<file path="src/rtl/snac_pkg.sv">
// Controller codes, poll FSM states, data widths and poll strobe step constants
package snac_pkg;

    // Core master clock
    localparam int unsigned CLK_FREQ_HZ = 50_000_000;

    // Phase accumulator and step width
    localparam int unsigned STEP_W = 32;

    // Button word per player
    localparam int unsigned BTN_W = 16;

    // Bits shifted out of each pad per poll
    localparam int unsigned NES_BITS  = 8;
    localparam int unsigned SNES_BITS = 16;

    // Wide enough to count up to SNES_BITS
    localparam int unsigned BIT_CNT_W = 5;

    // Poll rate per pad type, the FSM runs one phase per strobe at twice this rate
    localparam int unsigned SNES_POLL_HZ = 50_000;
    localparam int unsigned NES_POLL_HZ  = 50_000;

    // Full scale of the accumulator, 2^STEP_W
    localparam logic [63:0] STEP_FULL_SCALE = 64'd1 << STEP_W;

    // step = 2^32 * 2 * poll rate / clock, one strobe per 500 clocks at 50 MHz
    localparam logic [STEP_W-1:0] SNES_STEP =
        STEP_W'((STEP_FULL_SCALE * 64'd2 * 64'(SNES_POLL_HZ)) / 64'(CLK_FREQ_HZ));
    localparam logic [STEP_W-1:0] NES_STEP =
        STEP_W'((STEP_FULL_SCALE * 64'd2 * 64'(NES_POLL_HZ)) / 64'(CLK_FREQ_HZ));

    // Controller type codes on the 5-bit settings bus
    // Codes not listed here are treated as disabled
    typedef enum logic [4:0] {
        GC_DISABLED = 5'd0,
        GC_NES      = 5'd2,
        GC_SNES     = 5'd3
    } ctrl_type_e;

    // Poll sequencer states
    // S_IDLE   waiting for a strobe with a serial pad type selected
    // S_LATCH  latch high, pads load their button state
    // S_READ   clock low, data line holds the current bit
    // S_CLK    clock high, pad moves to the next bit on the rising edge
    // S_DONE   all bits read, hand the words to the outputs
    typedef enum logic [2:0] {
        S_IDLE  = 3'd0,
        S_LATCH = 3'd1,
        S_READ  = 3'd2,
        S_CLK   = 3'd3,
        S_DONE  = 3'd4
    } poll_state_e;

endpackage

</file>
<file path="src/rtl/snac_mode_select.sv">
// Controller type register with change detect restart and poll strobe step select
module snac_mode_select (
    input  logic                            i_clk,
    input  logic                            i_reset,
    input  snac_pkg::ctrl_type_e            i_ctrl_type,
    output snac_pkg::ctrl_type_e            o_ctrl_type,
    output logic                            o_restart,
    output logic [snac_pkg::STEP_W-1:0]     o_step
);

    // Registered type, restart flag and step all move on the same edge
    snac_pkg::ctrl_type_e               ctrl_type_q;
    logic                               restart_q;
    logic [snac_pkg::STEP_W-1:0]        step_q;

    always_ff @(posedge i_clk) begin
        if (i_reset) begin
            ctrl_type_q <= snac_pkg::GC_DISABLED;
            // Held high through reset so the poll path starts clean
            restart_q   <= 1'b1;
            step_q      <= '0;
        end else begin
            ctrl_type_q <= i_ctrl_type;
            // One cycle pulse on the edge where the new type is taken
            restart_q   <= (i_ctrl_type != ctrl_type_q);

            // Step follows the incoming type so it lines up with ctrl_type_q
            case (i_ctrl_type)
                snac_pkg::GC_SNES: begin
                    step_q <= snac_pkg::SNES_STEP;
                end
                snac_pkg::GC_NES: begin
                    step_q <= snac_pkg::NES_STEP;
                end
                default: begin
                    // Disabled or unknown, timer stops
                    step_q <= '0;
                end
            endcase
        end
    end

    assign o_ctrl_type = ctrl_type_q;
    assign o_restart   = restart_q;
    assign o_step      = step_q;

endmodule

</file>
<file path="src/rtl/poll_strobe_timer.sv">
// Fractional phase accumulator producing one-cycle poll strobes from a step size
module poll_strobe_timer (
    input  logic                            i_clk,
    input  logic                            i_reset,
    input  logic                            i_restart,
    input  logic [snac_pkg::STEP_W-1:0]     i_step,
    output logic                            o_strobe
);

    // Accumulator phase
    logic [snac_pkg::STEP_W-1:0]    acc_q;
    // One extra bit for the carry out
    logic [snac_pkg::STEP_W:0]      acc_sum;
    logic                           strobe_q;

    assign acc_sum = {1'b0, acc_q} + {1'b0, i_step};

    always_ff @(posedge i_clk) begin
        if (i_reset || i_restart) begin
            acc_q    <= '0;
            strobe_q <= 1'b0;
        end else begin
            // Wraps modulo 2^STEP_W, a zero step never carries
            acc_q    <= acc_sum[snac_pkg::STEP_W-1:0];
            // Carry marks one strobe period
            strobe_q <= acc_sum[snac_pkg::STEP_W];
        end
    end

    assign o_strobe = strobe_q;

endmodule

</file>
<file path="src/rtl/serlatch_poll_fsm.sv">
// Poll FSM driving pad latch and clock, bit sampling, capture and busy
module serlatch_poll_fsm (
    input  logic                    i_clk,
    input  logic                    i_reset,
    input  logic                    i_restart,
    input  logic                    i_strobe,
    input  snac_pkg::ctrl_type_e    i_ctrl_type,
    output logic                    o_latch,
    output logic                    o_clock,
    output logic                    o_sample,
    output logic                    o_capture,
    output logic                    o_busy
);

    snac_pkg::poll_state_e                  state_q;
    logic [snac_pkg::BIT_CNT_W-1:0]         bit_cnt_q;
    logic [snac_pkg::BIT_CNT_W-1:0]         last_bit;
    logic                                   pad_enabled;
    logic                                   latch_q;
    logic                                   clock_q;
    logic                                   sample_q;
    logic                                   capture_q;
    logic                                   busy_q;

    // Only the serial latch pads start a poll
    assign pad_enabled = (i_ctrl_type == snac_pkg::GC_NES) ||
                         (i_ctrl_type == snac_pkg::GC_SNES);

    // Index of the final bit for the selected pad
    always_comb begin
        if (i_ctrl_type == snac_pkg::GC_SNES) begin
            last_bit = snac_pkg::BIT_CNT_W'(snac_pkg::SNES_BITS - 1);
        end else begin
            last_bit = snac_pkg::BIT_CNT_W'(snac_pkg::NES_BITS - 1);
        end
    end

    always_ff @(posedge i_clk) begin
        if (i_reset || i_restart) begin
            state_q   <= snac_pkg::S_IDLE;
            bit_cnt_q <= '0;
            latch_q   <= 1'b0;
            clock_q   <= 1'b0;
            sample_q  <= 1'b0;
            capture_q <= 1'b0;
            busy_q    <= 1'b0;
        end else begin
            // Pulses last one cycle
            sample_q  <= 1'b0;
            capture_q <= 1'b0;

            // Busy falls on the edge where the capture block loads the outputs
            if (capture_q) begin
                busy_q <= 1'b0;
            end

            case (state_q)
                snac_pkg::S_IDLE: begin
                    if (i_strobe && pad_enabled) begin
                        // Pads load their buttons while latch is high
                        latch_q   <= 1'b1;
                        busy_q    <= 1'b1;
                        bit_cnt_q <= '0;
                        state_q   <= snac_pkg::S_LATCH;
                    end
                end
                snac_pkg::S_LATCH: begin
                    if (i_strobe) begin
                        // Bit 0 shows on the data lines after latch falls
                        latch_q <= 1'b0;
                        clock_q <= 1'b0;
                        state_q <= snac_pkg::S_READ;
                    end
                end
                snac_pkg::S_READ: begin
                    if (i_strobe) begin
                        sample_q <= 1'b1;
                        if (bit_cnt_q == last_bit) begin
                            state_q <= snac_pkg::S_DONE;
                        end else begin
                            // Rising clock moves the pads to the next bit
                            clock_q   <= 1'b1;
                            bit_cnt_q <= bit_cnt_q + 1'b1;
                            state_q   <= snac_pkg::S_CLK;
                        end
                    end
                end
                snac_pkg::S_CLK: begin
                    if (i_strobe) begin
                        clock_q <= 1'b0;
                        state_q <= snac_pkg::S_READ;
                    end
                end
                snac_pkg::S_DONE: begin
                    // Last sample lands this cycle, capture follows it
                    capture_q <= 1'b1;
                    state_q   <= snac_pkg::S_IDLE;
                end
                default: begin
                    state_q <= snac_pkg::S_IDLE;
                end
            endcase
        end
    end

    assign o_latch   = latch_q;
    assign o_clock   = clock_q;
    assign o_sample  = sample_q;
    assign o_capture = capture_q;
    assign o_busy    = busy_q;

endmodule

</file>
<file path="src/rtl/pad_button_capture.sv">
// Two pad bit collectors with registered active-high button word outputs
module pad_button_capture (
    input  logic                            i_clk,
    input  logic                            i_reset,
    input  logic                            i_restart,
    input  logic                            i_sample,
    input  logic                            i_capture,
    input  logic                            i_dat1,
    input  logic                            i_dat2,
    output logic [snac_pkg::BTN_W-1:0]      o_p1_buttons,
    output logic [snac_pkg::BTN_W-1:0]      o_p2_buttons
);

    logic [snac_pkg::BTN_W-1:0]         p1_shift_q;
    logic [snac_pkg::BTN_W-1:0]         p2_shift_q;
    logic [snac_pkg::BTN_W-1:0]         p1_btn_q;
    logic [snac_pkg::BTN_W-1:0]         p2_btn_q;
    // Position of the next bit read in this poll
    logic [snac_pkg::BIT_CNT_W-1:0]     bit_idx_q;
    // One-hot write slot, empty once the index passes the word
    logic [snac_pkg::BTN_W-1:0]         bit_sel;

    assign bit_sel = snac_pkg::BTN_W'(1) << bit_idx_q;

    always_ff @(posedge i_clk) begin
        if (i_reset || i_restart) begin
            p1_shift_q <= '0;
            p2_shift_q <= '0;
            p1_btn_q   <= '0;
            p2_btn_q   <= '0;
            bit_idx_q  <= '0;
        end else if (i_capture) begin
            // Whole words move out together, then start empty
            p1_btn_q   <= p1_shift_q;
            p2_btn_q   <= p2_shift_q;
            p1_shift_q <= '0;
            p2_shift_q <= '0;
            bit_idx_q  <= '0;
        end else if (i_sample) begin
            // Pad data is active low, a set bit means pressed
            // Unread upper bits stay 0 on NES
            p1_shift_q <= p1_shift_q | (bit_sel & {snac_pkg::BTN_W{~i_dat1}});
            p2_shift_q <= p2_shift_q | (bit_sel & {snac_pkg::BTN_W{~i_dat2}});
            bit_idx_q  <= bit_idx_q + 1'b1;
        end
    end

    assign o_p1_buttons = p1_btn_q;
    assign o_p2_buttons = p2_btn_q;

endmodule

</file>
<file path="src/rtl/snac_pin_map.sv">
// Configuration A cartridge pin registers and fixed pin direction controls
module snac_pin_map (
    input  logic            i_clk,
    input  logic            i_reset,
    input  logic            i_latch,
    input  logic            i_clock,
    input  logic [3:0]      i_cart_bk0_in,
    output logic            o_dat1,
    output logic            o_dat2,
    output logic [1:0]      o_cart_bk1_out,
    output logic            o_cart_pin30_out,
    output logic            o_cart_bk0_dir,
    output logic            o_cart_pin30_dir,
    output logic            o_cart_pin31_dir
);

    // Bank 0 pins 2 and 3 carry nothing for NES or SNES pads
    always_ff @(posedge i_clk) begin
        if (i_reset) begin
            // Idle data level is high, nothing pressed
            o_dat1           <= 1'b1;
            o_dat2           <= 1'b1;
            // Latch and clock held low
            o_cart_bk1_out   <= 2'b00;
            o_cart_pin30_out <= 1'b0;
        end else begin
            // IO3 is player 1 data, IN7 is player 2 data
            o_dat1           <= i_cart_bk0_in[0];
            o_dat2           <= i_cart_bk0_in[1];
            // OUT2 latch on bit 1, OUT1 clock on bit 0
            o_cart_bk1_out   <= {i_latch, i_clock};
            // IO5 repeats the clock for the second pad
            o_cart_pin30_out <= i_clock;
        end
    end

    // Bank 0 input
    assign o_cart_bk0_dir   = 1'b0;
    // Pin 30 output
    assign o_cart_pin30_dir = 1'b1;
    // Pin 31 input
    assign o_cart_pin31_dir = 1'b0;

endmodule

</file>
<file path="src/rtl/snac_adapter.sv">
// Top level of the NES and SNES SNAC adapter connecting settings, timer, FSM, capture and pins
module snac_adapter (
    input  logic                            i_clk,
    input  logic                            i_reset,
    input  snac_pkg::ctrl_type_e            i_ctrl_type,
    input  logic [3:0]                      i_cart_bk0_in,
    output logic [snac_pkg::BTN_W-1:0]      o_p1_buttons,
    output logic [snac_pkg::BTN_W-1:0]      o_p2_buttons,
    output logic                            o_busy,
    output logic [1:0]                      o_cart_bk1_out,
    output logic                            o_cart_pin30_out,
    output logic                            o_cart_bk0_dir,
    output logic                            o_cart_pin30_dir,
    output logic                            o_cart_pin31_dir
);

    // Settings to timer and FSM
    snac_pkg::ctrl_type_e               ctrl_type;
    logic                               restart;
    logic [snac_pkg::STEP_W-1:0]        step;
    // Phase tick
    logic                               strobe;
    // FSM to pins and capture
    logic                               latch;
    logic                               clock;
    logic                               sample;
    logic                               capture;
    // Registered pad data
    logic                               dat1;
    logic                               dat2;

    snac_mode_select u_mode_select (
        .i_clk       (i_clk),
        .i_reset     (i_reset),
        .i_ctrl_type (i_ctrl_type),
        .o_ctrl_type (ctrl_type),
        .o_restart   (restart),
        .o_step      (step)
    );

    poll_strobe_timer u_strobe_timer (
        .i_clk     (i_clk),
        .i_reset   (i_reset),
        .i_restart (restart),
        .i_step    (step),
        .o_strobe  (strobe)
    );

    serlatch_poll_fsm u_poll_fsm (
        .i_clk       (i_clk),
        .i_reset     (i_reset),
        .i_restart   (restart),
        .i_strobe    (strobe),
        .i_ctrl_type (ctrl_type),
        .o_latch     (latch),
        .o_clock     (clock),
        .o_sample    (sample),
        .o_capture   (capture),
        .o_busy      (o_busy)
    );

    pad_button_capture u_button_capture (
        .i_clk        (i_clk),
        .i_reset      (i_reset),
        .i_restart    (restart),
        .i_sample     (sample),
        .i_capture    (capture),
        .i_dat1       (dat1),
        .i_dat2       (dat2),
        .o_p1_buttons (o_p1_buttons),
        .o_p2_buttons (o_p2_buttons)
    );

    snac_pin_map u_pin_map (
        .i_clk            (i_clk),
        .i_reset          (i_reset),
        .i_latch          (latch),
        .i_clock          (clock),
        .i_cart_bk0_in    (i_cart_bk0_in),
        .o_dat1           (dat1),
        .o_dat2           (dat2),
        .o_cart_bk1_out   (o_cart_bk1_out),
        .o_cart_pin30_out (o_cart_pin30_out),
        .o_cart_bk0_dir   (o_cart_bk0_dir),
        .o_cart_pin30_dir (o_cart_pin30_dir),
        .o_cart_pin31_dir (o_cart_pin31_dir)
    );

endmodule

</file>
<file path="config.mk">
export PLATFORM = sky130hd
export DESIGN_NAME = snac_adapter
export DESIGN_NICKNAME = d
export VERILOG_FILES = /design/src/rtl/snac_pkg.sv /design/src/rtl/snac_mode_select.sv /design/src/rtl/poll_strobe_timer.sv /design/src/rtl/serlatch_poll_fsm.sv /design/src/rtl/pad_button_capture.sv /design/src/rtl/snac_pin_map.sv /design/src/rtl/snac_adapter.sv
export SDC_FILE = /design/constraint.sdc
export NUM_CORES = 1
export LEC_CHECK = 0
export BUFFER_PORTS_ARGS = -buffer_cell sky130_fd_sc_hd__buf_2
export CAP_MARGIN = 15
export CORE_ASPECT_RATIO = 1.4
export CORE_UTILIZATION = 30
export DETAILED_ROUTE_END_ITERATION = 8
export GPL_ROUTABILITY_DRIVEN = 0
export SLEW_MARGIN = 10
export SYNTH_ARGS = -nofsm -noshare
export SYNTH_HDL_FRONTEND = slang
export SYNTH_HIERARCHICAL = 1
export SYNTH_SLANG_ARGS = --single-unit
</file>
<file path="constraint.sdc">
create_clock -name i_clk -period 3.3 [get_ports i_clk]
set_input_delay 0.99 -clock i_clk [delete_from_list [all_inputs] [get_ports i_clk]]
set_output_delay 0.99 -clock i_clk [all_outputs]
set_load 0.05 [all_outputs]
</file>
==> results of run 1 <==
[cell families after synthesis]
family,synth area share [%]
simple gates,18.6
compound gates,16.1
flops,39.0
buf+inv,7.93
fa+ha+maj,7.85
mux,5.74
xor+xnor,4.58
other cells,0.174
[layout by cell type (no fill, tap or decap), drive strengths merged, types with 8 or more instances in the layout]
cell type	n
dfxtp	126
nor2	117
a21oi	65
buf	47
ha	39
mux2i	36
nand2	36
conb	25
o21ai	24
inv	21
xnor2	20
clkbuf	17
a31oi	16
xor2	13
nor2b	12
a21o	10
nand4	9
or3	8
[power by group]
| part | total [mW] | switching (mW) | internal (mW) |
|---|---|---|---|
| sequential | 1.54 | 0.00707 | 1.53 |
| combinational | 0.115 | 0.0729 | 0.0425 |
| clock | 1.92 | 0.723 | 1.20 |
| total | 3.57 | 0.803 | 2.77 |
[critical path, stage by stage, from the launching register on]
cell     delay (ps)
dfxtp_1         670
ha_1            380
and3_1          200
a221o_1         390
a21oi_2         260
a21oi_2         100
o31ai_2         350
or3_1           160
a21oi_1          60
[Yosys cell counts, drive strengths merged, types with 4 or more instances]
cell / count / share of area [%]
dfxtp: 126 / 39
nor2: 117 / 6.8
a21oi: 65 / 5.3
buf: 52 / 6.2
ha: 39 / 7.5
mux2i: 36 / 5.6
nand2: 36 / 2.2
o21ai: 24 / 1.9
xnor2: 20 / 2.8
inv: 17 / 0.99
a31oi: 16 / 1.5
clkbuf: 13 / 0.75
xor2: 13 / 1.8
nor2b: 12 / 1.2
a21o: 10 / 1.2
nand4: 9 / 0.87
or3: 8 / 0.85
nand2b: 7 / 0.68
o21a: 7 / 0.81
a211oi: 6 / 0.77
nor3: 6 / 0.54
nor3b: 6 / 0.70
nor4b: 6 / 1.5
or2: 5 / 0.48
and3: 4 / 0.39
o21bai: 4 / 0.46
o22ai: 4 / 0.39
[routing by layer]
metal,track usage (%),vias to the layer above,wire [um]
li1,-,2505,-
met1,13.5,2279,5650
met4,5.72,0,294
met3,3.08,25,396
met2,22.8,79,6890
met5,0,-,0
[per-stage QoR]
step | instance area (um^2) | instances | util, % | hold WS (ps) | power (mW)
floorplan | 6550 | 738 | - | 436 | 1.68
global placement | 6670 | 980 | 31.6 | 448 | 1.68
detailed placement | 6670 | 980 | 31.6 | 459 | 1.68
CTS | 7280 | 1012 | 34.5 | 470 | 3.63
global route | 7280 | 1012 | 34.5 | 473 | 3.70
finish | 7280 | 1012 | 34.5 | 466 | 3.57
[state kept, by name (all words and copies together), names as in the netlist, 2 cells and up]
| register | count |
|---|---|
| u_button_capture/p2_shift_q | 16 |
| u_poll_fsm/state_q | 3 |
| u_button_capture/o_p1_buttons | 16 |
| u_mode_select/o_ctrl_type | 5 |
| u_poll_fsm/bit_cnt_q | 5 |
| u_strobe_timer/acc_q | 32 |
| u_button_capture/o_p2_buttons | 16 |
| u_button_capture/bit_idx_q | 5 |
| u_button_capture/p1_shift_q | 16 |
| u_pin_map/o_cart_bk1_out | 2 |
[final timing paths]
path                                  to                startpoint  cells after the start  slack (ps)
min          u_pin_map/o_cart_bk1_out[1]        u_poll_fsm/o_latch                      1         470
min reg2reg  u_pin_map/o_cart_bk1_out[1]        u_poll_fsm/o_latch                      1         470
max reg2reg     u_strobe_timer/acc_q[28]  u_mode_select/o_step[17]                      8         600
max             u_strobe_timer/acc_q[28]  u_mode_select/o_step[17]                      8         600
[final cells by class]
| cell class | instances | area [um^2] |
|---|---|---|
| Clock buffer | 17 | 425 |
| Clock inverter | 15 | 186 |
| Fill cell | 2176 | 13800 |
| Inverter | 17 | 63.8 |
| Multi-Input combinational cell | 530 | 3520 |
| Sequential cell | 126 | 2520 |
| Tap cell | 260 | 325 |
| Timing Repair Buffer | 47 | 243 |
==> flow_summary.yaml, run 1 <==
run_status:
  status: "completed"
detailed_routing:
  ant_nets: 0
  wirelength_mm: 13.2
  drc: 0
  dr.pass1.iters: 4
  wire_per_inst_um: 13.1
  vias_per_cell: 4.83
  via_count: 4888
  drt_iter0_markers: 195
floorplanning:
  core_mm2: 0.0211
  start_util_pct: 30.6
  die_h_um: 176
  std_cell_rows: 63
  die_w_um: 126
  dieArea_mm2: 0.0222
  io_pins: 50
setup_path:
  criticalPathCategory: "register to register"
  required_ps: 3590
  critPathMaxFanout: 11
  critPathLaunchType: "register"
  crit_path_end_kind: "register"
  worstPathArrival_ps: 2990
synth:
  synthCells: 716
  synth_edf_count: 0
  ys_types: 75
  yosys_warnings: 6
  ys_seq_area_share_pct: 39.0
  async_flop_share_pct: 0
  avgSynthCellArea_um2: 9.04
  synth_area_mm2: 0.00647
  synth_flop_cell: "dfxtp_1"
  ys_seq_elements: 126
clocking:
  insertion_delay_ps: 420
  postCtsHoldBufs: 0
  cts_max_level: 4
  cts_max_path_buffers: 2
  ctsResizeCount: 0
  post_cts_buffers: 0
  cts_tree: "built"
  cts_buffers: 17
  cts-root-buf: "clkbuf_16"
  cts.sinks: 126
  clkTransAtPathRegs_ps: 60
grt:
  grt_pass1_wl_mm: 22.3
  grt_pass1_vias: 4741
  grt_start_max_net_pins: 38
  antenna_found_initial: 0
  overflow: 0
  track_usage_pct: 12.5
timing:
  finClkSkew_ps: 10.2
  rsz0062_at_grt: "false"
  setup_viol: 0
  layout_setup_ws_ps: 599
  period_minus_slack_ps: 2700
  tightest_slew_ps: 736
  finalHoldViolCount: 0
  max_freq_mhz: 370
  finalSetupTns_ps: 0
  slew_violations: 0
  max_slew_margin_pct: 50.8
  period_share_pct: 81.8
placed_design:
  port_buffers: 44
  dpl.hpwl_mm: 9.40
  preCtsSetupSlack_ps: 555
run:
  drv_cap: 0
cells_and_area:
  area_growth_pct: 12.6
  layout.nets: 790
  drive_above_1_share_pct: 14.5
  diodes: 0
power_and_ir_drop:
  ir_drop_uv: 324
  leakage_nw: 2.72
  powerDensity_mw_per_mm2: 490
hold_path:
  hold_path_class: "register to register"
No activity file was read; power rests on OpenSTA's default activity.
==> run 2, diff against run 1 <==
==> constraint.sdc (replaced) <==
create_clock -name i_clk -period 2.3 [get_ports i_clk]
set_input_delay 0.69 -clock i_clk [delete_from_list [all_inputs] [get_ports i_clk]]
set_output_delay 0.69 -clock i_clk [all_outputs]
set_load 0.05 [all_outputs]
==> run 2 against run 1 <==
Combinational power increased by 68%. Highest routed layer unchanged. Critical path depth unchanged. Sequential share of layout area decreased by 2.4 points.
==> flow_summary.yaml, run 2 (synthesized netlist as in run 1, its figures left out) <==
floorplanning:
  start_util_pct: 30.6
  die_h_um: 176
  dieArea_mm2: 0.0222
  core_mm2: 0.0211
  die_w_um: 126
  std_cell_rows: 63
  io_pins: 50
grt:
  grt_pass1_wl_mm: 23.0
  grt_start_max_net_pins: 34
  grt_pass1_vias: 4911
  track_usage_pct: 12.9
  overflow: 0
  antenna_found_initial: 0
placed_design:
  dp_cells: 1018
  preCtsSetupSlack_ps: -116
  port_buffers: 44
  dpl.hpwl_mm: 9.81
  dpl_cell_area_mm2: 0.00696
cells_and_area:
  post-route-util_pct: 37.1
  final_cell_area_mm2: 0.00785
  final_cells: 1056
  seq_area_mm2: 0.00253
  n_fill_cell: 2132
  final_common_cell: "dfxtp_1"
  drive_above_1_share_pct: 22.7
  area_growth_pct: 21.3
  layout.nets: 834
  regMostFlops: "u_strobe_timer/acc_q"
  largest_reg_flops: 32
  diodes: 0
  layout_common_cells: "124 x dfxtp_1, 115 x nor2_1, 58 x a21oi_1, 44 x buf_2, 44 x buf_4"
  multi_input_area_mm2: 0.00375
timing:
  slew_violations: 0
  layout_setup_ws_ps: 43.2
  max_freq_mhz: 443
  period_share_pct: 98.1
  holdWs_ps: 465
  setup_viol: 0
  finalHoldViolCount: 0
  finClkSkew_ps: 9.45
  max_slew_margin_pct: 59.6
  rsz0062_at_grt: "true"
  period_minus_slack_ps: 2260
  tightest_slew_ps: 603
  finalSetupTns_ps: 0
detailed_routing:
  vias_per_cell: 4.81
  drt_iter0_markers: 242
  drc: 0
  ant_nets: 0
  wirelength_mm: 14.0
  via_count: 5082
  wire_per_inst_um: 13.3
  dr.pass1.iters: 5
setup_path:
  criticalPathCategory: "register to register"
  critPathLaunchType: "register"
  critPathMaxFanout: 6
  worstPathArrival_ps: 2560
  reg2reg_depth: 8
  required_ps: 2600
  crit_path_end_kind: "register"
power_and_ir_drop:
  seqPwrFrac_pct: 43.3
  ir_drop_uv: 538
  p_int_mw: 3.91
  p_comb_share_pct: 3.8
  clkPwrFrac_pct: 52.9
  powerDensity_mw_per_mm2: 647
  total_power_mw: 5.08
  leakage_nw: 3.00
  p_sw_share_pct: 23.0
  power.switching_mw: 1.17
clocking:
  cts_buffers: 17
  cts_tree: "built"
  clkTransAtPathRegs_ps: 60
  insertion_delay_ps: 420
  cts-root-buf: "clkbuf_16"
  cts.sinks: 126
  cts_max_level: 4
  postCtsHoldBufs: 0
  cts_max_path_buffers: 2
hold_path:
  hold_path_class: "input port to register"
  holdPathStages: 2
run:
  drv_cap: 0
run_status:
  status: "completed"
run 2: layout make-up:
cell class | count | share of cell area [%]
flip-flops and latches | 126 | 32.2
clock buffers | 18 | 5.60
well taps | 260 | 4.15
multi-input cells | 530 | 47.8
clock inverters | 14 | 2.03
repair buffers | 91 | 7.45
inverters | 17 | 0.813
run 2: worst max-delay path: stages (launching register included):
cell and delay [ps]:
dfxtp_4 370, ha_1 320, and3_1 190, a221o_1 390, a21oi_4 240, a21oi_4 100
o31ai_4 290, xor2_1 180, nor2_1 50
run 2: routing by layer:
metal | global-route usage, % | up-vias | wire length (um)
met5 | 0 | - | 0
met4 | 5.62 | 0 | 226
met3 | 3.26 | 18 | 442
met2 | 23.3 | 88 | 7400
met1 | 14.2 | 2387 | 5960
li1 | - | 2589 | -
run 2: power groups by stage:
stage	Sequential, mW	Clock [mW]	Combinational (mW)
floorplan	2.25	0	0.169
global placement	2.25	0	0.180
detailed placement	2.25	0	0.180
CTS	2.20	2.75	0.183
global route	2.20	2.86	0.213
finish	2.20	2.68	0.193
run 2: final timing paths:
path,endpoint,slack [ps],from
worst max-delay path,u_strobe_timer/acc_q[24],40,u_mode_select/o_step[17]
worst min register to register,u_button_capture/p2_shift_q[14],470,u_button_capture/p2_shift_q[14]
worst max register to register,u_strobe_timer/acc_q[24],40,u_mode_select/o_step[17]
worst min-delay path,u_pin_map/o_dat2,460,i_cart_bk0_in[1]
run 2: what timing repair did:
action,4_1_cts,5_1_grt
hold endpoints to repair,0,0
setup endpoints to repair,9,15
setup buffers,2,4
pin swaps,13,16
gates resized for setup,10,32
==> run 3, diff against run 2 <==
--- a/config.mk
+++ b/config.mk
@@ -9,6 +9,7 @@
 export CAP_MARGIN = 15
 export CORE_ASPECT_RATIO = 1.4
 export CORE_UTILIZATION = 30
+export CTS_BUF_LIST = sky130_fd_sc_hd__clkbuf_16
 export DETAILED_ROUTE_END_ITERATION = 8
 export GPL_ROUTABILITY_DRIVEN = 0
 export SLEW_MARGIN = 10
==> run 3 against run 2 <==
Non-clock buffer count is the same. Sequential power is essentially flat. Via count is essentially flat. Highest routed layer unchanged. Final cell count is the same. Register-to-register slack is essentially flat. Flip-flop and latch count is the same. Clock skew is essentially flat.
==> flow_summary.yaml, run 3 (synthesized netlist as in run 1, its figures left out) <==
floorplanning:
  std_cell_rows: 63
  core_mm2: 0.0211
  start_util_pct: 30.6
  die_h_um: 176
  dieArea_mm2: 0.0222
  io_pins: 50
  die_w_um: 126
grt:
  grt_pass1_wl_mm: 23.0
  antenna_found_initial: 0
  grt_pass1_vias: 4913
  track_usage_pct: 12.9
  overflow: 0
  grt_start_max_net_pins: 34
detailed_routing:
  wirelength_met1_mm: 5.98
  drt_iter0_markers: 209
  ant_nets: 0
  met3_length_um: 397
  dr_wl_met2_mm: 7.40
  wirelength_mm: 14.0
  highest_layer: "met4"
  dr.pass1.iters: 4
  vias_per_cell: 4.81
  drc: 0
  via_count: 5079
  wire_per_inst_um: 13.3
placed_design:
  dp_cells: 1018
  dpl.hpwl_mm: 9.81
  port_buffers: 44
clocking:
  clkTransAtPathRegs_ps: 60
  postCtsHoldBufs: 0
  insertion_delay_ps: 420
  cts.sinks: 126
  cts_buffers: 17
  cts_max_level: 4
  cts-root-buf: "clkbuf_16"
  cts_max_path_buffers: 2
  cts_tree: "built"
timing:
  rsz0062_at_grt: "true"
  period_share_pct: 98.2
  holdWs_ps: 469
  setup_viol: 0
  max_slew_margin_pct: 61.0
  finClkSkew_ps: 9.84
  slew_violations: 0
  finalHoldViolCount: 0
  max_freq_mhz: 443
  period_minus_slack_ps: 2260
  tightest_slew_ps: 582
setup_path:
  criticalPathCategory: "register to register"
  worstPathArrival_ps: 2560
  ff2ff_setup_slack_ps: 40
  critPathMaxFanout: 6
  reg2reg_depth: 8
  critPathLaunchType: "register"
  worstReg2RegEnd: "u_strobe_timer/acc_q[24]"
  required_ps: 2600
  crit_path_end_kind: "register"
  r2r-start: "u_mode_select/o_step[17]"
  critPathLaunch: "u_mode_select/o_step[17]"
power_and_ir_drop:
  ir_drop_uv: 531
  power.switching_mw: 1.16
  seqPwrFrac_pct: 43.7
  p_sw_share_pct: 23.1
  leakage_nw: 3.00
  p_int_mw: 3.88
  powerDensity_mw_per_mm2: 643
  clkPwrFrac_pct: 52.5
  p_comb_share_pct: 3.8
cells_and_area:
  largest_reg_flops: 32
  final_common_cell: "dfxtp_1"
  layout_common_cells: "124 x dfxtp_1, 115 x nor2_1, 58 x a21oi_1, 44 x buf_2, 44 x buf_4"
  drive_above_1_share_pct: 22.6
  diodes: 0
  layout.nets: 834
  regMostFlops: "u_strobe_timer/acc_q"
  area_growth_pct: 21.1
  final_cells: 1056
hold_path:
  hold_path_class: "input port to register"
  holdPathStages: 2
  hp-start: "i_cart_bk0_in[1]"
  holdPathEnd: "u_pin_map/o_dat2"
run_status:
  status: "completed"
run:
  drv_cap: 0
run 3: cell types whose count changed in the layout (fill, tap and decap cells not counted), sizes merged:
cell,delta
clkbuf,-1
clkinv,+1
run 3: layer usage:
layer	vias up	GRT usage (%)
li1	2590	-
met1	2382	14.1
met2	88	23.4
met3	19	3.26
met4	0	5.62
met5	-	0
run 3: worst max-delay path by stage:
stage                                          end  cells past startpoint
after floorplan           u_strobe_timer/acc_q[24]                      9
after global placement    u_strobe_timer/acc_q[24]                      8
after detailed placement  u_strobe_timer/acc_q[24]                      8
after CTS                 u_strobe_timer/acc_q[24]                      8
after global routing      u_strobe_timer/acc_q[24]                      8
final                     u_strobe_timer/acc_q[24]                      8
run 3: final cells by class:
type	instances	area, um^2
clock inverter	15	163
tap	260	325
timing repair buffer	91	584
sequential	126	2530
fill	2132	13300
clock buffer	17	425
inverter	17	63.8
multi-input combinational	530	3750
run 3: power by group through the flow:
stage,clock (mW),sequential (mW),combinational (mW)
after floorplan,0,2.25,0.169
after global placement,0,2.25,0.180
after detailed placement,0,2.25,0.180
after CTS,2.71,2.20,0.183
after global routing,2.82,2.20,0.213
final,2.65,2.20,0.193
run 3: timing repair:
item / in CTS / in global routing
pin swaps: 13 / 16
setup buffers: 2 / 4
gates resized for setup: 10 / 32
endpoints found under the setup margin: 9 / 15
run 3: worst max-delay path: stages (launching register included):
cell     delay (ps)
dfxtp_4         370
ha_1            320
and3_1          190
a221o_1         390
a21oi_4         240
a21oi_4         100
o31ai_4         290
xor2_1          180
nor2_1           50
run 3: per-stage QoR:
step	util (%)	setup TNS [ps]	total power, mW	setup slack [ps]	cell area, um^2
2_1_floorplan	-	0	2.42	46.1	6550
3_3_place_gp	32.9	-397	2.43	-135	6960
3_5_place_dp	32.9	-395	2.43	-116	6960
4_1_cts	36.0	-24.6	5.10	-20.6	7600
5_1_grt	37.1	-273	5.24	-63.4	7840
6_report	37.1	0	5.04	42.5	7840
